`src/verilog/cache_pkg.sv`:
```
// shared bus types, byte enables, address constants and controller state type
package cache_pkg;

    // bus word geometry
    localparam int WORD_BITS        = 32;
    localparam int WORD_BYTES       = WORD_BITS / 8;
    localparam int BYTE_OFFSET_BITS = $clog2(WORD_BYTES);

    // one bus word, used for addresses and data
    typedef logic [WORD_BITS-1:0] word_t;

    // bit i enables byte i of a word
    typedef logic [WORD_BYTES-1:0] byte_en_t;

    // controller states
    // only one request is in flight at a time
    typedef enum logic [1:0] {
        HIT,    // serve hits, pass-through and take flush requests
        FETCH,  // line fill from memory
        WB,     // dirty victim written back before the fill
        FLUSH   // walk every set, write back and invalidate
    } cache_state_t;

endpackage

```
`src/verilog/line_counter.sv`:
```
// word counter for fills and write-backs, set and word walker for flush
module line_counter import cache_pkg::*; #(
    parameter int BLOCK_WORDS = 2,
    parameter int CACHE_BYTES = 1024,
    localparam int N_SETS        = CACHE_BYTES / (WORD_BYTES * BLOCK_WORDS),
    localparam int SET_BITS      = $clog2(N_SETS),
    localparam int WORD_SEL_BITS = $clog2(BLOCK_WORDS) + (BLOCK_WORDS == 1)
) (
    input  logic                     CLK,
    input  logic                     nRST,
    input  logic                     word_en,
    input  logic                     word_clr,
    output logic [WORD_SEL_BITS-1:0] word_idx,
    output logic                     last_word,
    input  logic                     flush_word_en,
    input  logic                     flush_line_skip,
    input  logic                     flush_clr,
    output logic [SET_BITS-1:0]      flush_set,
    output logic [WORD_SEL_BITS-1:0] flush_word,
    output logic                     flush_end
);

    localparam logic [WORD_SEL_BITS-1:0] LAST_WORD = WORD_SEL_BITS'(BLOCK_WORDS - 1);

    logic [SET_BITS:0] flush_pos;   // extra msb set once the walk passes the last set

    // word counter, one step per memory completion
    always_ff @(posedge CLK, negedge nRST) begin
        if (!nRST)
            word_idx <= '0;
        else if (word_clr)
            word_idx <= '0;
        else if (word_en)
            word_idx <= word_idx + 1'b1;
    end

    assign last_word = word_idx == LAST_WORD;

    // flush walker, by word or by whole line
    always_ff @(posedge CLK, negedge nRST) begin
        if (!nRST) begin
            flush_pos  <= '0;
            flush_word <= '0;
        end else if (flush_clr) begin
            flush_pos  <= '0;
            flush_word <= '0;
        end else if (flush_line_skip) begin
            flush_pos  <= flush_pos + 1'b1;
            flush_word <= '0;
        end else if (flush_word_en) begin
            if (flush_word == LAST_WORD) begin
                flush_pos  <= flush_pos + 1'b1;
                flush_word <= '0;
            end else begin
                flush_word <= flush_word + 1'b1;
            end
        end
    end

    assign flush_set = flush_pos[SET_BITS-1:0];
    assign flush_end = flush_pos[SET_BITS];

endmodule
```
`config.mk`:
```
export PLATFORM = sky130hd
export DESIGN_NAME = line_counter
export DESIGN_NICKNAME = d
export VERILOG_FILES = /design/src/verilog/cache_pkg.sv /design/src/verilog/line_counter.sv
export SDC_FILE = /design/constraint.sdc
export NUM_CORES = 1
export LEC_CHECK = 0
export BUFFER_PORTS_ARGS = -buffer_cell sky130_fd_sc_hd__buf_2
export CORE_AREA = 3 3 40 42
export CTS_CLUSTER_SIZE = 12
export DETAILED_ROUTE_END_ITERATION = 6
export DIE_AREA = 0 0 43 45
export PLACE_DENSITY = 0.63
export SLEW_MARGIN = 30
export SYNTH_ARGS = -nofsm -noshare
export SYNTH_HDL_FRONTEND = slang
export SYNTH_SLANG_ARGS = --single-unit
```
`constraint.sdc`:
```
create_clock -name CLK -period 2.8 [get_ports CLK]
set_clock_uncertainty 0.05 [all_clocks]
set_input_delay 0.28 -clock CLK [delete_from_list [all_inputs] [get_ports CLK]]
set_output_delay 0.28 -clock CLK [all_outputs]
set_load 0.05 [all_outputs]
```
# After elaboration in Yosys (flattened, before gate mapping)
# Index checks and enable logic that the tools add are counted.
dict set report word_totals {
  register_bits 10
  latchBits 0
  ramBits 0
  mem_bits_ro 0
  inputBits 7
  output_inout_bits 11
  wordCells 20
  mem_count 0
}
dict set report op_classes {
  add_sub_neg 3
  multipliers 0
  n_div 0
  n_lt_le_gt_ge 0
  n_eq_ne 0
  shifts 0
  mux 10
  n_bitwise 0
  reduce_logical 4
}
# op count
set op_table {}
lappend op_table {{$mux 8} 4}
lappend op_table {{$add 8x1->8 const B} 1}
lappend op_table {{$mux 1} 6}
lappend op_table {{$reduce_bool 3->1} 2}
lappend op_table {{$add 1x1->1 const B} 2}
lappend op_table {{$reduce_and 2->1} 1}
lappend op_table {{$reduce_bool 2->1} 1}

# Logic depth before layout (Yosys ltp)
dict set report logic_depth {
  ltp_word 5
  ltp_mapped 4
  ltp_nobuf 4
}

# Worst setup path after synthesis
# Ideal clock, no wire load.
dict set report synth_timing {
  path_kind {reg2reg}
  start {reg flush_word}
  end {reg flush_pos[5]}
  setup_ns 0.077
  arrival_time_ns 1.529
  t_required_ns 2.673
  path_slack_ns 1.144
  path_stages_with_launch 4
  path_buffers 0
  period_less_slack_ns 1.656
  cell_sequence {dfrtp_1 > a211oi_2 > or4_1 > a21oi_1}
}
dict set report synth_via {
  elab_chain_len 2
}
# item line
set synth_lines {}
lappend synth_lines {{start: declaration} line_counter.sv:19} ;# output logic [WORD_SEL_BITS-1:0] flush_word,
lappend synth_lines {{start signal: assignment} line_counter.sv:55} ;# flush_word <= flush_word + 1'b1;
lappend synth_lines {{$reduce_bool 3->1 (no source line)} --}
lappend synth_lines {{$reduce_and 2->1 (no source line)} --}
lappend synth_lines {{end signal: assignment} line_counter.sv:48} ;# flush_pos <= flush_pos + 1'b1;
lappend synth_lines {{end signal: assignment} line_counter.sv:52} ;# flush_pos <= flush_pos + 1'b1;
lappend synth_lines {{end: declaration} line_counter.sv:25} ;# logic [SET_BITS:0] flush_pos;
# Every way passes these cells.
# A chain may end at the register's enable or synchronous reset.

# Worst setup path after layout
dict set report layout_timing {
  start {reg flush_pos[2]}
  end {reg flush_pos[5]}
}
dict set report layout_via {
  elab_chain_len 5
}
# item line
set layout_lines {}
lappend layout_lines {{$add 8x1->8 *} {line_counter.sv:48, line_counter.sv:52}}
lappend layout_lines {{$mux 8} line_counter.sv:51} ;# if (flush_word == LAST_WORD) begin
lappend layout_lines {{$mux 8} line_counter.sv:50} ;# end else if (flush_word_en) begin
lappend layout_lines {{$mux 8 *} line_counter.sv:47} ;# end else if (flush_line_skip) begin
lappend layout_lines {{$mux 8 *} line_counter.sv:44} ;# end else if (flush_clr) begin
# Every way passes the cells marked *; elsewhere a longest branch is shown, timed or not. The select of a mux whose other input is x is not followed.

==> impl_metrics.json <==
{
  "avgSynthCellArea_sq_um": 10.3,
  "synth_warnings": 0,
  "setup_tns_ns": 0,
  "critPathMaxFanout": 6,
  "setup_ws_ns": 1.42,
  "final_cell_mix": "17 x buf_2, 10 x dfrtp_1, 7 x a21oi_1",
  "max_freq_ghz": 0.724,
  "tritoncts": "built",
  "grt_pass1_vias": 417,
  "port_buffers": 17,
  "rows": 13,
  "routabilityCongestion": 0.678,
  "finalSetupViolations": 0,
  "critPathKind": "flop to flop",
  "p_leak_nw": 0.286,
  "grt_first_pass_wirelength_mm": 1.81,
  "dp_hpwl_um": 758,
  "startpoint_type": "flop",
  "vias": 451,
  "synth_seq_cells": 10,
  "cap_violations": 0,
  "grt_start_max_net_pins": 11,
  "grt_usage": 0.132,
  "final_nets": 77,
  "die-area_sq_um": 1940,
  "endpoint_kind": "flop",
  "grt.overflow.total": 0,
  "post-route-period-util": 0.494,
  "start_util": 0.384,
  "cts_sinks": 10,
  "root_buffer": "clkbuf_4",
  "drt-pass1-iter-count": 4,
  "drtIter0Drc": 6,
  "finalHoldViolCount": 0,
  "hp-class": "primary input to flop",
  "final_common_cell": "buf_2",
  "syn-cell-area_sq_um": 493,
  "coreArea_sq_um": 1280,
  "place_ws_ns": 1.40,
  "synth_cell_types": 19,
  "drtAntennaViolNets": 0,
  "netlist_instances": 48,
  "route.detailed.drc": 0,
  "rsz0062_at_grt": "no",
  "clkTransAtPathRegs_ns": 0.06,
  "wl_mm": 1.04,
  "wl_per_cell_um": 12.7,
  "synth_nets": 56,
  "grt_antenna_before_repair": 0,
  "htreeDepth": 1,
  "vias_per_cell": 5.50,
  "power_density_nw_per_um2": 510,
  "die_h_um": 45,
  "diodes": 0,
  "seq_area_frac_synth": 0.508,
  "cp.required_ns": 2.94,
  "clk-insertion-delay-late_ns": 0.26,
  "status": "finished clean",
  "fin_crit_ns": 1.38,
  "cts_buffers": 3,
  "ios": 18,
  "vdd_drop_max_mv": 0.303,
  "worstMarginPinSlew_ns": 0.504,
  "cts_setup_buffers": 0,
  "max_slew_margin": 0.663,
  "clock_path_buffers": 2,
  "die_x_um": 43,
  "final_layout_size_suffix_gt1_frac": 0.313,
  "arrival_ns": 1.52,
  "syn_to_final_growth_pct": 23.9,
  "finalMaxSlewViolations": 0
}
==> flip-flops by register name, indices dropped and copies added (netlist names) <==
register    count
flush_word      1
flush_pos       8
last_word       1
==> report_power, final <==
group	total, mW	switching, mW	internal, mW
sequential	0.156	0.00611	0.150
combinational	0.0601	0.0434	0.0167
clock	0.0948	0.0453	0.0495
==> final timing paths <==
path / cells past startpoint / end / slack, ns / start
worst max-delay path: 3 / flush_pos[5] / 1.42 / flush_pos[2]
worst min-delay path: 2 / last_word / 0.12 / word_clr
worst max register to register: 3 / flush_pos[5] / 1.42 / flush_pos[2]
worst min register to register: 2 / last_word / 0.52 / last_word
max in group asynchronous: 2 / last_word / 2.14 / nRST
min in group asynchronous: 2 / flush_pos[6] / 0.36 / nRST
==> critical path: stages, from the launching register on <==
cell,delay (ns)
dfrtp_1,0.41
nand3_1,0.19
or4_1,0.51
a21oi_1,0.15
==> synth_stat cells <==
master	instances	area (sq um)
ha_1	1	12.5
or3_1	3	18.8
a211oi_2	1	12.5
inv_1	1	3.75
xor2_1	1	8.76
nand4_1	1	6.26
dfrtp_1	10	250
buf_6	1	11.3
nand2_1	2	7.51
nor2_1	3	11.3
nand3_1	3	15.0
mux2i_1	1	10.0
buf_4	1	7.51
o21ai_0	3	15.0
o31ai_1	3	22.5
nor3_1	1	5.00
xnor2_1	2	17.5
or4_1	3	22.5
a21oi_1	7	35.0
==> stage by stage <==
stage	hold slack, ns	area (sq um)	utilization	instances	total power, mW
floorplan	-0.0656	493	-	48	0.203
global placement	0.103	578	0.450	78	0.218
detailed placement	0.103	578	0.450	78	0.219
CTS	0.105	611	0.475	82	0.318
global route	0.114	611	0.475	82	0.332
finish	0.115	611	0.475	82	0.311
==> area by class of cell <==
cell class	instances	area (sq um)
Inverter	1	3.75
Clock buffer	3	22.5
Sequential cell	10	250
Fill cell	125	674
Tap cell	15	18.8
Timing Repair Buffer	18	95.1
Multi-Input combinational cell	35	220
==> layer usage <==
layer	up-vias	global-route usage	routed length, um
met5	-	0	0
met4	0	0.0542	12
met3	2	0.0757	100
met2	18	0.210	472
met1	216	0.146	453
li1	215	-	-
==> cells by family (layout without fill, tap and decap cells) <==
family                   count (synthesis)  count (layout)  synth area share
flip-flops                              10              10             0.508
adder cells (fa/ha/maj)                  1               1            0.0254
multiplexers                             1               1            0.0203
AO/OA/AOI/OAI                           14              14             0.173
XOR/XNOR                                 3               3            0.0533
buffers and inverters                    3              22            0.0457
AND/OR/NAND/NOR                         16              16             0.175
==> timing repair <==
action	4_1_cts	5_1_grt
resized for setup	0	0
endpoints found under the hold margin	10	0
hold buffers	1	0
No activity file was read; power rests on OpenSTA's default activity.
