$ cat src/verilog/cache_pkg.sv
// shared bus types, byte enables, address constants and controller state type
package cache_pkg;

    // bus word geometry
    localparam int WORD_BITS        = 32;
    localparam int WORD_BYTES       = WORD_BITS / 8;
    localparam int BYTE_OFFSET_BITS = $clog2(WORD_BYTES);

    // one bus word, used for addresses and data
    typedef logic [WORD_BITS-1:0] word_t;

    // bit i enables byte i of a word
    typedef logic [WORD_BYTES-1:0] byte_en_t;

    // controller states
    // only one request is in flight at a time
    typedef enum logic [1:0] {
        HIT,    // serve hits, pass-through and take flush requests
        FETCH,  // line fill from memory
        WB,     // dirty victim written back before the fill
        FLUSH   // walk every set, write back and invalidate
    } cache_state_t;

endpackage

$ cat src/verilog/hit_check.sv
// address split into tag, set and word, tag compare, hit and pass-through flags
module hit_check import cache_pkg::*; #(
    parameter int    CACHE_BYTES    = 1024,
    parameter int    BLOCK_WORDS    = 2,
    parameter word_t NONCACHE_START = 32'h8000_0000,
    localparam int N_SETS        = CACHE_BYTES / (WORD_BYTES * BLOCK_WORDS),
    localparam int SET_BITS      = $clog2(N_SETS),
    localparam int WORD_SEL_BITS = $clog2(BLOCK_WORDS) + (BLOCK_WORDS == 1),
    localparam int TAG_BITS      = 32 - SET_BITS - WORD_SEL_BITS - BYTE_OFFSET_BITS
) (
    input  word_t                    addr,
    input  logic [TAG_BITS-1:0]      rd_tag,
    input  logic                     rd_valid,
    output logic [SET_BITS-1:0]      req_set,
    output logic [WORD_SEL_BITS-1:0] req_word,
    output logic [TAG_BITS-1:0]      req_tag,
    output logic                     hit,
    output logic                     pass_through
);

    localparam int WORD_LSB = BYTE_OFFSET_BITS;
    localparam int SET_LSB  = BYTE_OFFSET_BITS + WORD_SEL_BITS;

    // address layout: tag | set | word | byte
    assign req_tag  = addr[31 -: TAG_BITS];
    assign req_set  = addr[SET_LSB +: SET_BITS];
    assign req_word = addr[WORD_LSB +: WORD_SEL_BITS];

    // everything from the window start upward bypasses the cache
    assign pass_through = addr >= NONCACHE_START;

    // stored line belongs to this address
    assign hit = rd_valid && (rd_tag == req_tag) && !pass_through;

endmodule

$ cat config.mk
export PLATFORM = sky130hd
export DESIGN_NAME = hit_check
export DESIGN_NICKNAME = d
export VERILOG_FILES = /design/src/verilog/cache_pkg.sv /design/src/verilog/hit_check.sv
export SDC_FILE = /design/constraint.sdc
export NUM_CORES = 1
export LEC_CHECK = 0
export BUFFER_PORTS_ARGS = -buffer_cell sky130_fd_sc_hd__buf_2
export CAP_MARGIN = 20
export CELL_PAD_IN_SITES_DETAIL_PLACEMENT = 0
export CELL_PAD_IN_SITES_GLOBAL_PLACEMENT = 1
export CORE_ASPECT_RATIO = 1.5
export CORE_UTILIZATION = 15
export DETAILED_ROUTE_END_ITERATION = 12
export GPL_TIMING_DRIVEN = 0
export PLACE_DENSITY = 0.82
export SLEW_MARGIN = 10
export SYNTH_ARGS = -nofsm -noshare
export SYNTH_HDL_FRONTEND = slang
export SYNTH_SLANG_ARGS = --single-unit
$ cat constraint.sdc
create_clock -name vclk -period 1.05
set_input_delay 0.105 -clock vclk [all_inputs]
set_output_delay 0.105 -clock vclk [all_outputs]
set_load 0.01 [all_outputs]
# Word-level counts from Yosys, hierarchy flattened
# Cells that the tools add are included.
# totals
ff_bits	0
out_inout_bits	32
inputBits	55
# classes
n_eq_ne	1
reduce_logical	3
magnitude_cmp	1
# op_table
op	n
$ge 32x32->1 const B	1
$eq 22x22->1	1
$logic_and 1x1->1	2
$logic_not 1->1	1

# Logic depth before layout (Yosys ltp)
# Gate-level depths: netlist of run 1.
# depth
depth_word	3
ltp_mapped	4
depth_no_buf	4

# Worst setup path after synthesis of run 1
# Ideal clock, no wire load.
# synth_timing
path_kind	input to output
start	in addr[26]
end	out hit
required_time_ps	945
arrival_time_ps	810
stages	4
path_buffers	0
slack_ps	135
path_cell_list	xor2_1 nor4_1 nand4_1 nor3_2
# synth_via
elab_chain_len	3
word_cells_on_any_way	5
# synth_lines
item	line	source
start: declaration	hit_check.sv:11	input word_t addr,
$ge 32x32->1 or $eq 22x22->1 (tied branches)	hit_check.sv:30, hit_check.sv:33	
$logic_not 1->1 or $logic_and 1x1->1 (tied branches)	hit_check.sv:33	assign hit = rd_valid && (rd_tag == req_tag) && !pass_through;
$logic_and 1x1->1 *	hit_check.sv:33	
end: declaration	hit_check.sv:17	output logic hit,
# Every way passes the cells marked *; elsewhere a longest branch is shown, timed or not.

# Worst setup path after layout of run 1
# layout_timing
start	in addr[24]
end	out hit
# The elaborated chain is that of the path after synthesis.

==> results of run 1 <==
[cells by family after synthesis]
logic type             Yosys count  share of synthesized area
buffers and inverters           31                      0.488
XOR/XNOR                        21                      0.392
AND/OR/NAND/NOR                  9                      0.120
[critical path, cell delays in order]
cell and delay, ns:
buf_2 0.11, xor2_1 0.15, nor4_2 0.30, nand4_1 0.17
nor3_2 0.12, buf_2 0.15
[worst max-delay path by stage]
stage                   from  endpoint  slack, ns  depth (start not counted)
CTS                 addr[16]       hit      -0.20                          6
detailed placement  addr[23]       hit      -0.29                          6
global route        addr[26]       hit      -0.23                          6
finish              addr[24]       hit      -0.16                          6
floorplan           addr[26]       hit       0.14                          4
global placement    addr[23]       hit      -0.27                          6
[stage by stage]
step | cell area [um^2] | power (uW) | setup slack (ns) | TNS, ns | instances
final | 947 | 369 | -0.156 | -0.156 | 177
after CTS | 941 | 370 | -0.197 | -0.197 | 177
after floorplan | 469 | 183 | 0.135 | 0 | 61
after global placement | 903 | 348 | -0.266 | -0.266 | 177
after global routing | 947 | 406 | -0.230 | -0.230 | 177
after detailed placement | 903 | 351 | -0.287 | -0.287 | 177
[power by group through the flow]
stage	Sequential [uW]	Clock, uW	Combinational (uW)
6_report	0	0	369
5_1_grt	0	0	406
4_1_cts	0	0	370
3_5_place_dp	0	0	351
3_3_place_gp	0	0	348
2_1_floorplan	0	0	183
[timing repair]
item / in CTS / in global routing
buffers inserted: 0 / 0
resized for setup: 6 / 1
endpoints found under the setup margin: 1 / 1
pin swaps: 3 / 0
[layer usage]
layer / vias to the layer above / routed length [um]
li1: 320 / -
met1: 257 / 400
met2: 56 / 782
met3: 0 / 187
met4: 0 / 0
met5: - / 0
[cells in the mapped netlist (all sizes together)]
| cell type | instances |
|---|---|
| xnor2 | 5 |
| clkbuf | 1 |
| nor3 | 1 |
| nor2 | 1 |
| nand4 | 2 |
| xor2 | 16 |
| nor4 | 4 |
| buf | 30 |
| nand3 | 1 |
[cell type report]
class	count	area, um^2
Fill cell	330	2000
Timing Repair Buffer	77	410
Multi-Input combinational cell	30	259
Buffer	31	229
Tap cell	39	48.8
==> results.txt, run 1 <==
Post-route ant nets = 0
Vias/cell = 3.58
Seq_cells = 0
Cell taking the most area after synthesis = buf_4
RePlAce Congestion = 0.634
Hold Slack = 0.393 ns
Die height = 70.5 um
Max Slew Vio Count = 0
FP Rows = 24
GRT Util Overall = 0.0633
Seq/Total Area, Yosys = 0
Hold Violations, Final = 0
Clock power share = 0
# diodes = 0
Failing checks = setup timing
Die ar. = 3360 um^2
Initial antenna violation count = 0
Largest net degree at the start of global routing = 4
Fin crit share = 1.15
YS warnings = 0
CP Capture Type = output pin
First-iteration detailed-routing DRC count = 1
Detail Placement HPWL = 1.24 mm
Combinational power share = 1.000
Mapped Cells = 61
Met3 usage = 0.00258
Run status = complete, but fails checks
IO Pins = 87
# hold bufs at CTS = 0
Via count = 633
Max-cap violation count = 0
Worst-margin pin slew = 0.253 ns
Vias in the first global route = 505
IO buf count = 77
NumNets Final = 195
Power Internal = 223 uW
Die width = 47.7 um
Startpoint types = input port
Most frequent cells in the layout = 73 x buf_2, 30 x buf_4, 16 x xor2_1
Synthesized area per cell = 7.69 um^2
Routed wire length = 1.37 mm
Clock buf count = 0
Shortest period the worst path allows = 1.21 ns
DRT Pass-1 Iters = 2
WHS Path Cells = 2
Post-route setup slack = -0.156 ns
Leakage Power = 0.000544 uW
Syn_nets = 116
Core Area = 2940 um^2
Critical path data arrival time = 1.10 ns
Pwr dens = 389 nW/um^2
DRC Markers = 0
Hold path startpoint = addr[4]
Unrepaired setup endpoints after global routing = yes
Routed len/inst = 7.74 um
Share of layout cells above drive strength 1 = 0.804
Hold Path Class = in2out
Post-Syn Area = 469 um^2
Worst Hold End = req_set[1]
Seq. cell area = 0 um^2
Gr busiest metal = met2
Final setup fails = 1
Worst VDD drop = 0.000109 V
First-pass GRT wire length = 1.68 mm
Flop pwr share = 0
Commonest non-fill, non-tap cell in the layout = buf_2
Largest cells by area after synthesis = buf_4 48%, xor2_1 30%, xnor2_1 9.3%
Met1 Resource Use GR = 0.0388
Initial Util = 0.159
Yosys top cell area share = 0.480
Met2 usage = 0.160
Gr ovfl total = 0
Critical path type = in2out
Switching share of power = 0.396
Slew HR = 0.830
WP data required = 0.94 ns
Cell variety after synth = 9
Psw = 146 uW
Final Util = 0.322
Max Clk Rate = 829 MHz
CP max FO = 2
Layout area overhead = 102%
(Power assumes the default switching activity.)
==> run 2: changes to the inputs <==
--- a/config.mk
+++ b/config.mk
@@ -12,7 +12,6 @@
 export CORE_ASPECT_RATIO = 1.5
 export CORE_UTILIZATION = 15
 export DETAILED_ROUTE_END_ITERATION = 12
-export GPL_TIMING_DRIVEN = 0
 export PLACE_DENSITY = 0.82
 export SLEW_MARGIN = 10
 export SYNTH_ARGS = -nofsm -noshare
==> results.txt, run 2 (synthesized netlist as in run 1, its figures left out) <==
Run status = complete, but fails checks
Failing checks = setup timing
Post-CTS setup buffers = 0 (unchanged)
Max-cap violation count = 0 (unchanged)
# hold bufs at CTS = 0 (unchanged)
CP Capture Type = output pin
Initial antenna violation count = 0 (unchanged)
IO Pins = 87 (unchanged)
Final setup fails = 1 (unchanged)
Seq. cell area = 0 um^2 (unchanged)
WP data required = 0.94 ns (about the same)
DRC Markers = 0 (unchanged)
Shortest period the worst path allows = 1.24 ns (+0.0341 ns)
Worst-margin pin slew = 0.286 ns (+0.0330 ns)
Final setup TNS = -0.190 ns (-0.0341 ns)
Largest net degree at the start of global routing = 4 (unchanged)
Final Util = 0.233 (-0.0884)
Routed wire length = 1.15 mm (-16%)
Slowest cell on crit path = nor4_1
First-iteration detailed-routing DRC count = 0 (-1)
Most frequent cells in the layout = 63 x buf_2, 16 x xor2_1, 6 x buf_6
DRT Pass-1 Iters = 1 (-1)
Pwr dens = 379 nW/um^2 (-2.6%)
Unrepaired setup endpoints after global routing = yes
Die width = 47.7 um (unchanged)
Total power = 260 uW (-29%)
Slew HR = 0.807 (-0.0222)
Critical path data arrival time = 1.14 ns (+0.04 ns)
Layout area overhead = 46.4%
Fin crit share = 1.18 (+0.0325)
Clock buf count = 0 (unchanged)
GRT Util Overall = 0.0580 (-0.00532)
Max Clk Rate = 806 MHz (-2.8%)
Hold Violations, Final = 0 (unchanged)
Leakage Power = 0.000381 uW (-30%)
CP cell instances = buf_6, xor2_1, nor4_1, buf_4, nand4_1, nor3_2, buf_2
Core Area = 2940 um^2 (unchanged)
Share of layout cells above drive strength 1 = 0.713 (-0.0915)
Hold Path Class = in2out
Die height = 70.5 um (unchanged)
Via count = 496 (-22%)
Commonest non-fill, non-tap cell in the layout = buf_2
CP max FO = 1 (-1)
Vias/cell = 3.54 (-0.93%)
Gr ovfl total = 0 (unchanged)
RePlAce Congestion = 0.642 (+1.3%)
Routed len/inst = 8.19 um (+5.8%)
Worst VDD drop = 0.0000821 V (-25%)
FP Rows = 24 (unchanged)
Startpoint types = input port
Worst path max stage delay = 0.27 ns (-0.03 ns)
NumNets Final = 158 (-19%)
Post-route ant nets = 0 (unchanged)
Initial Util = 0.159 (unchanged)
First-pass GRT wire length = 1.51 mm (-9.8%)
Post-route setup slack = -0.190 ns (-0.0341 ns)
Critical path type = in2out
# diodes = 0 (unchanged)
Vias in the first global route = 416 (-18%)
IO buf count = 69 (-10%)
Detail Placement HPWL = 1.03 mm (-17%)
Die ar. = 3360 um^2 (unchanged)
Max Slew Vio Count = 0 (unchanged)
Seq_cells = 0 (unchanged)
## run 2: cell types whose count changed in the layout (fill, tap and decap cells not counted)
cell,before,now
clkbuf_1,1,0
buf_2,73,63
buf_4,30,2
buf_6,4,6
nor4_2,3,0
nor4_1,1,4
## run 2: what timing repair did
action / CTS / global route
endpoints found under the setup margin: 1 / 1
resized for setup: 6 / 0
pin swaps: 3 / 0
## run 2: critical path: cells and delay by family
family                 cells  cell delay [ns]
AND/OR/NAND/NOR            3             0.49
buffers and inverters      3             0.39
XOR/XNOR                   1             0.15
## run 2: path summary, 6_finish.rpt
check    endpoint  depth (start not counted)  slack [ns]       start
min    req_set[6]                          0        0.21     addr[9]
max           hit                          7       -0.19  rd_tag[14]
## run 2: layer usage
metal  GRT usage  routed length (um)  vias up  part of all wire
li1            -                   -      249                 -
met1      0.0403                 333      201              0.29
met2       0.142                 657       46              0.57
met3     0.00258                 156        0              0.14
met4           0                   0        0                 0
met5           0                   0        -                 0
## run 2: area by class of cell
| type | instances | area (um^2) |
|---|---|---|
| fillers | 366 | 2260 |
| multi-input cells | 30 | 240 |
| well taps | 39 | 48.8 |
| repair buffers | 71 | 398 |
## run 2: through the flow
stage,cells,hold WS [ns],cell area [um^2],setup slack [ns]
finish,140,0.210,687,-0.190
CTS,140,0.210,687,-0.237
global route,140,0.210,687,-0.356
detailed placement,140,0.210,649,-0.254
global placement,140,0.210,649,-0.296
floorplan,61,0.302,469,0.135
## run 2: power by group
group / total, uW / internal [uW] / switching, uW
registers: 0 / 0 / 0
clock network: 0 / 0 / 0
logic: 260 / 149 / 111
total: 260 / 149 / 111
