## config.mk

```make
export PLATFORM = sky130hd
export DESIGN_NAME = cache_ctrl
export DESIGN_NICKNAME = d
export VERILOG_FILES = /design/src/verilog/cache_pkg.sv /design/src/verilog/cache_ctrl.sv
export SDC_FILE = /design/constraint.sdc
export NUM_CORES = 1
export LEC_CHECK = 0
export CORE_AREA = 2 2 149 151
export DETAILED_ROUTE_END_ITERATION = 8
export DIE_AREA = 0 0 151 153
export DONT_BUFFER_PORTS = 1
export GPL_ROUTABILITY_DRIVEN = 0
export GPL_TIMING_DRIVEN = 0
export PLACE_DENSITY = 0.33
export SLEW_MARGIN = 20
export SYNTH_ARGS = -nofsm -noshare
export SYNTH_HDL_FRONTEND = slang
export SYNTH_SLANG_ARGS = --single-unit
export TNS_END_PERCENT = 5
```

## constraint.sdc

```tcl
create_clock -name CLK -period 1.65 [get_ports CLK]
set_input_delay 0.2475 -clock CLK [delete_from_list [all_inputs] [get_ports CLK]]
set_output_delay 0.2475 -clock CLK [all_outputs]
set_load 0.01 [all_outputs]
```

## src/verilog/cache_pkg.sv

```systemverilog
// shared bus types, byte enables, address constants and controller state type
package cache_pkg;

    // bus word geometry
    localparam int WORD_BITS        = 32;
    localparam int WORD_BYTES       = WORD_BITS / 8;
    localparam int BYTE_OFFSET_BITS = $clog2(WORD_BYTES);

    // one bus word, used for addresses and data
    typedef logic [WORD_BITS-1:0] word_t;

    // bit i enables byte i of a word
    typedef logic [WORD_BYTES-1:0] byte_en_t;

    // controller states
    // only one request is in flight at a time
    typedef enum logic [1:0] {
        HIT,    // serve hits, pass-through and take flush requests
        FETCH,  // line fill from memory
        WB,     // dirty victim written back before the fill
        FLUSH   // walk every set, write back and invalidate
    } cache_state_t;

endpackage

```

## src/verilog/cache_ctrl.sv

```systemverilog
// cache controller FSM: core bus, memory bus, array updates and counter control
module cache_ctrl import cache_pkg::*; #(
    parameter int CACHE_BYTES = 1024,
    parameter int BLOCK_WORDS = 2,
    localparam int N_SETS        = CACHE_BYTES / (WORD_BYTES * BLOCK_WORDS),
    localparam int SET_BITS      = $clog2(N_SETS),
    localparam int WORD_SEL_BITS = $clog2(BLOCK_WORDS) + (BLOCK_WORDS == 1),
    localparam int TAG_BITS      = 32 - SET_BITS - WORD_SEL_BITS - BYTE_OFFSET_BITS
) (
    input  logic                     CLK,
    input  logic                     nRST,
    // core bus
    input  logic                     ren,
    input  logic                     wen,
    input  word_t                    addr,
    input  word_t                    wdata,
    input  byte_en_t                 byte_en,
    output word_t                    rdata,
    output logic                     busy,
    input  logic                     flush,
    output logic                     flush_done,
    // memory bus
    output word_t                    mem_addr,
    output word_t                    mem_wdata,
    output logic                     mem_ren,
    output logic                     mem_wen,
    output byte_en_t                 mem_byte_en,
    input  word_t                    mem_rdata,
    input  logic                     mem_busy,
    // hit check
    input  logic                     hit,
    input  logic                     pass_through,
    input  logic [SET_BITS-1:0]      req_set,
    input  logic [WORD_SEL_BITS-1:0] req_word,
    input  logic [TAG_BITS-1:0]      req_tag,
    // array
    input  logic [TAG_BITS-1:0]      rd_tag,
    input  logic                     rd_valid,
    input  logic                     rd_dirty,
    input  word_t                    rd_word,
    output logic [SET_BITS-1:0]      set_sel,
    output logic [WORD_SEL_BITS-1:0] word_sel,
    output logic [TAG_BITS-1:0]      fill_tag,
    output word_t                    wr_data,
    output byte_en_t                 wr_byte_en,
    output logic                     write_word,
    output logic                     mark_dirty,
    output logic                     fill_done,
    output logic                     clean_line,
    output logic                     invalidate,
    // counters
    output logic                     word_en,
    output logic                     word_clr,
    output logic                     flush_word_en,
    output logic                     flush_line_skip,
    output logic                     flush_clr,
    input  logic [WORD_SEL_BITS-1:0] word_idx,
    input  logic [SET_BITS-1:0]      flush_set,
    input  logic [WORD_SEL_BITS-1:0] flush_word,
    input  logic                     last_word,
    input  logic                     flush_end
);

    localparam logic [WORD_SEL_BITS-1:0] LAST_WORD = WORD_SEL_BITS'(BLOCK_WORDS - 1);

    cache_state_t state, next_state;
    logic         flush_req;      // flush seen outside HIT
    word_t        lane_data;      // pass-through write data, unused lanes zeroed

    always_ff @(posedge CLK, negedge nRST) begin
        if (!nRST) begin
            state     <= HIT;
            flush_req <= 1'b0;
        end else begin
            state <= next_state;
            if (state == HIT)
                flush_req <= 1'b0;  // HIT takes the flush itself
            else if (flush)
                flush_req <= 1'b1;
        end
    end

    always_comb begin
        for (int i = 0; i < WORD_BYTES; i++)
            lane_data[8*i +: 8] = byte_en[i] ? wdata[8*i +: 8] : 8'h00;
    end

    // array addressing
    assign set_sel  = (state == FLUSH) ? flush_set : req_set;
    assign word_sel = (state == FLUSH) ? flush_word :
                      (state == HIT)   ? req_word   : word_idx;
    assign fill_tag   = req_tag;
    assign wr_data    = (state == FETCH) ? mem_rdata : wdata;
    assign wr_byte_en = (state == FETCH) ? '1 : byte_en;

    always_comb begin
        next_state      = state;
        busy            = ren | wen;    // high while a request waits
        rdata           = rd_word;
        mem_addr        = '0;
        mem_wdata       = '0;
        mem_ren         = 1'b0;
        mem_wen         = 1'b0;
        mem_byte_en     = '1;           // full words for fills and evictions
        write_word      = 1'b0;
        mark_dirty      = 1'b0;
        fill_done       = 1'b0;
        clean_line      = 1'b0;
        invalidate      = 1'b0;
        word_en         = 1'b0;
        word_clr        = 1'b0;
        flush_word_en   = 1'b0;
        flush_line_skip = 1'b0;
        flush_clr       = 1'b0;
        flush_done      = 1'b0;

        case (state)
            HIT: begin
                word_clr  = 1'b1;
                flush_clr = 1'b1;
                if (flush || flush_req) begin
                    next_state = FLUSH;     // pending request waits for the flush
                end else if ((ren || wen) && pass_through) begin
                    mem_ren     = ren;
                    mem_wen     = wen;
                    mem_addr    = addr;
                    mem_wdata   = lane_data;
                    mem_byte_en = byte_en;
                    busy        = mem_busy;
                    rdata       = mem_rdata;
                end else if ((ren || wen) && hit) begin
                    busy       = 1'b0;
                    write_word = wen;
                    mark_dirty = wen;
                end else if (ren || wen) begin
                    next_state = (rd_valid && rd_dirty) ? WB : FETCH;
                end
            end
            WB: begin
                // victim tag still in the array until the fill
                mem_wen   = 1'b1;
                mem_addr  = {rd_tag, req_set, word_idx, {BYTE_OFFSET_BITS{1'b0}}};
                mem_wdata = rd_word;
                if (!mem_busy) begin
                    word_en = 1'b1;
                    if (last_word) begin
                        clean_line = 1'b1;
                        word_clr   = 1'b1;
                        next_state = FETCH;
                    end
                end
            end
            FETCH: begin
                mem_ren  = 1'b1;
                mem_addr = {req_tag, req_set, word_idx, {BYTE_OFFSET_BITS{1'b0}}};
                if (!mem_busy) begin
                    write_word = 1'b1;
                    word_en    = 1'b1;
                    if (last_word) begin
                        fill_done  = 1'b1;  // tag and valid with the last word
                        word_clr   = 1'b1;
                        next_state = HIT;
                    end
                end
            end
            FLUSH: begin
                if (flush_end) begin
                    flush_done = 1'b1;
                    next_state = HIT;
                end else if (rd_valid && rd_dirty) begin
                    mem_wen   = 1'b1;
                    mem_addr  = {rd_tag, flush_set, flush_word, {BYTE_OFFSET_BITS{1'b0}}};
                    mem_wdata = rd_word;
                    if (!mem_busy) begin
                        flush_word_en = 1'b1;
                        invalidate    = flush_word == LAST_WORD;
                    end
                end else begin
                    // clean or invalid line, one cycle
                    invalidate      = 1'b1;
                    flush_line_skip = 1'b1;
                end
            end
            default: next_state = HIT;
        endcase
    end

endmodule

```

# Yosys cells after proc, flatten, opt, wreduce, memory -nomap -nowiden
# Index checks and enable logic that the tools add are counted.
word_totals:
  register_bits: 3
  input_bits: 205
classes:
  eq_ne: 11
  muxes: 75
  bitwise_logic: 1
  reduce_logical: 9
op_table:
  columns: ["operator", "n"]
  rows:
  - ["2-to-1 mux 32 bit", 12]
  - ["one-hot mux 32 bit (4 select lines)", 1]
  - ["one-hot mux 32 bit (3 select lines)", 1]
  - ["2-to-1 mux 1 bit", 37]
  - ["2-to-1 mux 8 bit", 4]
  - ["2-to-1 mux 2 bit", 10]
  - ["2-to-1 mux 4 bit", 4]
  - ["!= test 2 bit (second input constant)", 5]
  - ["one-hot mux 2 bit (4 select lines)", 1]
  - ["AND reduction 8 bit", 1]
  - ["2-to-1 mux 7 bit", 1]
  - ["!= test 3 bit (second input constant)", 2]
  - ["one-hot mux 1 bit (2 select lines)", 3]
  - ["== test 2 bit (second input constant)", 2]
  - ["logical AND 1 bit", 3]
  - ["!= test 3 x 1 -> 1 bit (second input constant)", 1]
  - ["one-hot mux 1 bit (3 select lines)", 1]
  - ["== test 2 x 1 -> 1 bit (second input constant)", 1]
  - ["logical NOT 2 bit", 1]
  - ["logical OR 1 bit", 2]
  - ["nonzero test 2 bit", 1]
  - ["OR reduction 2 bit", 1]
  - ["bitwise OR 1 bit", 1]

# Longest topological paths before layout
depth:
  ltp_word: 7
  depth_mapped: 7
  ltp_nobuf: 6

# Worst setup path before layout
# Ideal clock, no wire load.
synth_path:
  path_type: "register to output"
  from: "reg state[0]"
  to: "out rdata[21]"
  t_arrival_ns: 1.610
  setup_slack_ns: -0.207
  path_stages_with_launch: 7
  path_cell_list: "dfrtp_1 -> inv_1 -> ha_1 -> and4b_4 -> buf_6 -> buf_6 -> mux2_2"
synth_via:
  elab_chain_len: 2
synth_lines:
  columns: ["item", "line", "text"]
  rows:
  - ["from (decl)", "cache_ctrl.sv:66", "cache_state_t state, next_state;"]
  - ["from (signal assigned)", "cache_ctrl.sv:75", "state <= next_state;"]
  - ["logical NOT 2 bit", "cache_ctrl.sv:117", "case (state)"]
  - ["2-to-1 mux 32 bit", "cache_ctrl.sv:117", null]
  - ["to (decl)", "cache_ctrl.sv:18", "output word_t rdata,"]
# No other way between the ends.

# Worst setup path in the final report
layout_path:
  from: "reg state[0]"
  to: "out mem_addr[7]"
layout_via:
  elab_chain_len: 2
  elab_cells_between_ends: 5
  classes_between: "eq/ne (3); mux (1); reduce/logical (1)"
layout_lines:
  columns: ["item", "line", "text"]
  rows:
  - ["== test 2 bit (tied with other cells)", "cache_ctrl.sv:117", null]
  - ["one-hot mux 32 bit (4 select lines) (*)", "cache_ctrl.sv:117", null]
  - ["to (decl)", "cache_ctrl.sv:23", "output word_t mem_addr,"]
# Every way passes the cells marked *; elsewhere a longest branch is shown, timed or not.

==> summary.md <==
| Metric | Value |
|---|---|
| Io pins | 385 |
| Wire length of the first global-routing pass | 19500 µm |
| Post-Synth Adder-Cell Area | 0.0205 |
| Status | finished, violations left |
| Seq cells post-synth | 3 |
| Drt total wl | 14900 µm |
| Die H | 153 µm |
| CTS tree | yes |
| Vias per inst | 4.82 |
| CP Launch Type | flop |
| DRT iter0 DRCs | 255 |
| Clk_skew | 0.000770 ns |
| Largest net degree at the start of global routing | 11 |
| DP HPWL | 11800 µm |
| Die width | 151 µm |
| Largest family of logic cells by synthesized area | multiplexers |
| CTS clk-pin slew, worst paths | 0.03 ns |
| WS Path Type | flop to output port |
| Flop pwr share | 0.025 |
| WP data arrival | 2.00 ns |
| Placed cell area | 2850 µm² |
| Clock Tree Root | clkbuf_16 |
| Wire length per cell | 23.2 µm |
| Pins Over Slew Limit | 0 |
| Slowest stage delay, CP | 0.39 ns |
| Switching Share | 0.518 |
| Proportion of power drawn by the clock network | 0.069 |
| Worst path cell trace | inv_2 > ha_4 > and4b_4 > buf_12 > buf_12 > buf_12 > a222oi_1 > inv_1 |
| Synthesis Warnings | 0 |
| Initial antenna violation count | 0 |
| Antenna diodes | 0 |
| Fmax | 0.445 GHz |
| Sequential share of the synthesized area | 0.0308 |
| XOR/XNOR Fraction of Synth Area | 0 |
| GRT Util Overall | 0.113 |
| # nets final | 575 |
| Rel. slew slack | 0.493 |
| Number of port buffers | 0 |
| Starting Density | 0.114 |
| Final setup fails | 151 |
| Synth Area in Compound Gates | 0.248 |
| Final hold viol count | 0 |
| Most used cell, CP | buf_12 |
| Post-Syn Nets | 544 |
| CP top delay family | buffers and inverters |
| GRT overflow | 0 |
| # DRC | 0 |
| Synthesized area | 2440 µm² |
| First drt pass iteration count | 7 |
| Worst slack, placed | -0.868 ns |
| Period utilisation layout | 1.36 |
| Final instance area | 4000 µm² |
| Lkg Pwr | 0.00163 µW |
| Worst Hold Class | primary input to flop |
| R2R Path Start | state[1] |
| R2R Setup Slk | -0.14 ns |
| Unrepaired setup endpoints after global routing | yes |
| Rows | 54 |
| Critical path required time | 1.40 ns |
| Clock buffer depth | 2 |
| Crit-path max FO | 6 |
| WHS Endpoint | flush_req |
| Cell variety after synth | 31 |
| Vias | 3108 |
| Violated checks | negative setup slack |
| Cells after synthesis | 335 |
| Crit path buf inv count | 5 |
| Total CTS buffers | 3 |
| Multiplexer share of the synthesized area | 0.344 |
| Sink Count | 3 |
| Internal | 2790 µW |
| Worst VDD drop | 0.825 mV |
| Crit path capture type | output port |
| Simple-Gate Fraction of Synth Area | 0.203 |
| Pwr Density | 1450 nW/µm² |
| Max-cap violations | 0 |
| Syn_area_per_cell | 7.29 µm² |
| Reg2reg end | state[1] |
| Combinational Power Share | 0.906 |
| CP max-delay cell | dfrtp_1 |
| Setup TNS | -54.69 ns |
| Clock Latency Late Sink | 0.23 ns |
| Worst Min Path Start | flush |
| Worst R2R Path Depth | 6 |
| Min cycle time layout | 2.24 ns |
| Post-route ant nets | 0 |
| Clock H-tree levels | 1 |
| Die Area | 23100 µm² |
| Filler instances | 2412 |
| Switch Pwr | 3000 µW |
| Worst slew pin tran | 0.760 ns |
| Syn-to-layout area delta | 64.0% |
| Share of layout cells above drive strength 1 | 0.630 |
| Slack of the critical path | -0.595 ns |
| Vias in the first global route | 3144 |
| Core Area | 21500 µm² |
| Hold depth | 2 |
[routing by layer]
layer,track usage,up-vias,share of wire,routed length (µm)
met5,0,-,0,0
met1,0.137,1541,0.39,5790
met3,0.0143,24,0.074,1110
met2,0.207,250,0.52,7740
li1,-,1293,-,-
met4,0.0285,0,0.020,294
[timing repair]
item                                    4_1_cts  5_1_grt
setup buffers                                20        1
endpoints found under the hold margin         3        0
pin swaps                                    30       24
gates cloned                                  3        1
resized for setup                           185       41
endpoints found under the setup margin      153      155
hold buffers                                  1        0
[layout make-up]
class / count / area [µm²] / area share
Clock buffer: 4 / 78.8 / 0.0197
Buffer: 54 / 591 / 0.147
Sequential cell: 3 / 75.1 / 0.0188
Inverter: 11 / 41.3 / 0.0103
Tap cell: 280 / 350 / 0.0875
Timing Repair Buffer: 26 / 328 / 0.0819
Multi-Input combinational cell: 267 / 2540 / 0.634
[worst max-delay path by stage]
stage                  start           end  slack [ns]  cells past startpoint
floorplan           state[1]     rdata[21]       -0.07                      6
global placement    state[1]       mem_wen       -0.85                      6
detailed placement  state[1]  mem_addr[14]       -0.87                      7
CTS                 state[0]   mem_addr[7]       -0.57                      8
global route        state[0]   mem_addr[7]       -0.70                      8
finish              state[0]   mem_addr[7]       -0.59                      8
[power by group through the flow]
stage | combinational (µW) | sequential (µW) | clock, µW
floorplan | 2810 | 136 | 0
global placement | 3640 | 144 | 0
detailed placement | 3660 | 149 | 0
CTS | 5110 | 142 | 405
global route | 5630 | 147 | 420
finish | 5240 | 145 | 401
[synth_stat cells]
cell type	count	area, µm²
a21boi_0	1	7.51
nand4_1	1	6.26
a221o_1	1	10.0
nand2_1	49	184
a32oi_1	32	280
and2_1	5	31.3
buf_1	2	7.51
clkbuf_1	15	56.3
nor3b_1	1	7.51
inv_1	11	41.3
o221a_2	1	11.3
ha_1	4	50.1
buf_2	8	40.0
o21ai_0	2	10.0
mux2i_1	3	30.0
a222oi_1	7	70.1
o22a_1	1	8.76
nor3_1	3	15.0
a22oi_1	22	165
buf_6	3	33.8
or2_2	4	25.0
nor2b_1	3	18.8
mux2_2	72	811
nor2_1	41	154
buf_4	26	195
nand2b_1	5	31.3
nand4b_1	1	8.76
a21oi_1	4	20.0
dfrtp_1	3	75.1
and4b_4	1	13.8
a21o_1	3	22.5
[cells in the final DEF (no fill, tap or decap), drive strengths merged, types with 2 or more instances in the layout]
cell,instances
clkbuf,19
mux2,72
nand2b,5
a21o,3
nor2,41
a222oi,7
and2,5
ha,4
or2,4
inv,11
a32oi,32
mux2i,3
dfrtp,3
nor3,3
a21oi,4
a22oi,22
buf,64
o21ai,2
nor2b,3
nand2,49
[stage by stage]
stage	std cells	hold WS (ns)	total power (µW)	util
floorplan	335	-0.0481	2950	-
global placement	615	-0.0480	3790	0.133
detailed placement	615	-0.0480	3810	0.133
CTS	643	0.239	5660	0.179
global route	645	0.246	6190	0.186
finish	645	0.236	5790	0.186
[registers in the layout (all words and copies together), names as in the netlist]
name and flops:
flush_req 1, state 2
[cell families after synthesis]
kind of cell / count (synthesis)
buffers and inverters: 65
AO/OA/AOI/OAI: 74
AND/OR/NAND/NOR: 114
flip-flops: 3
adder cells (fa/ha/maj): 4
multiplexers: 75
Note: power is estimated with default switching activity, not from simulation.
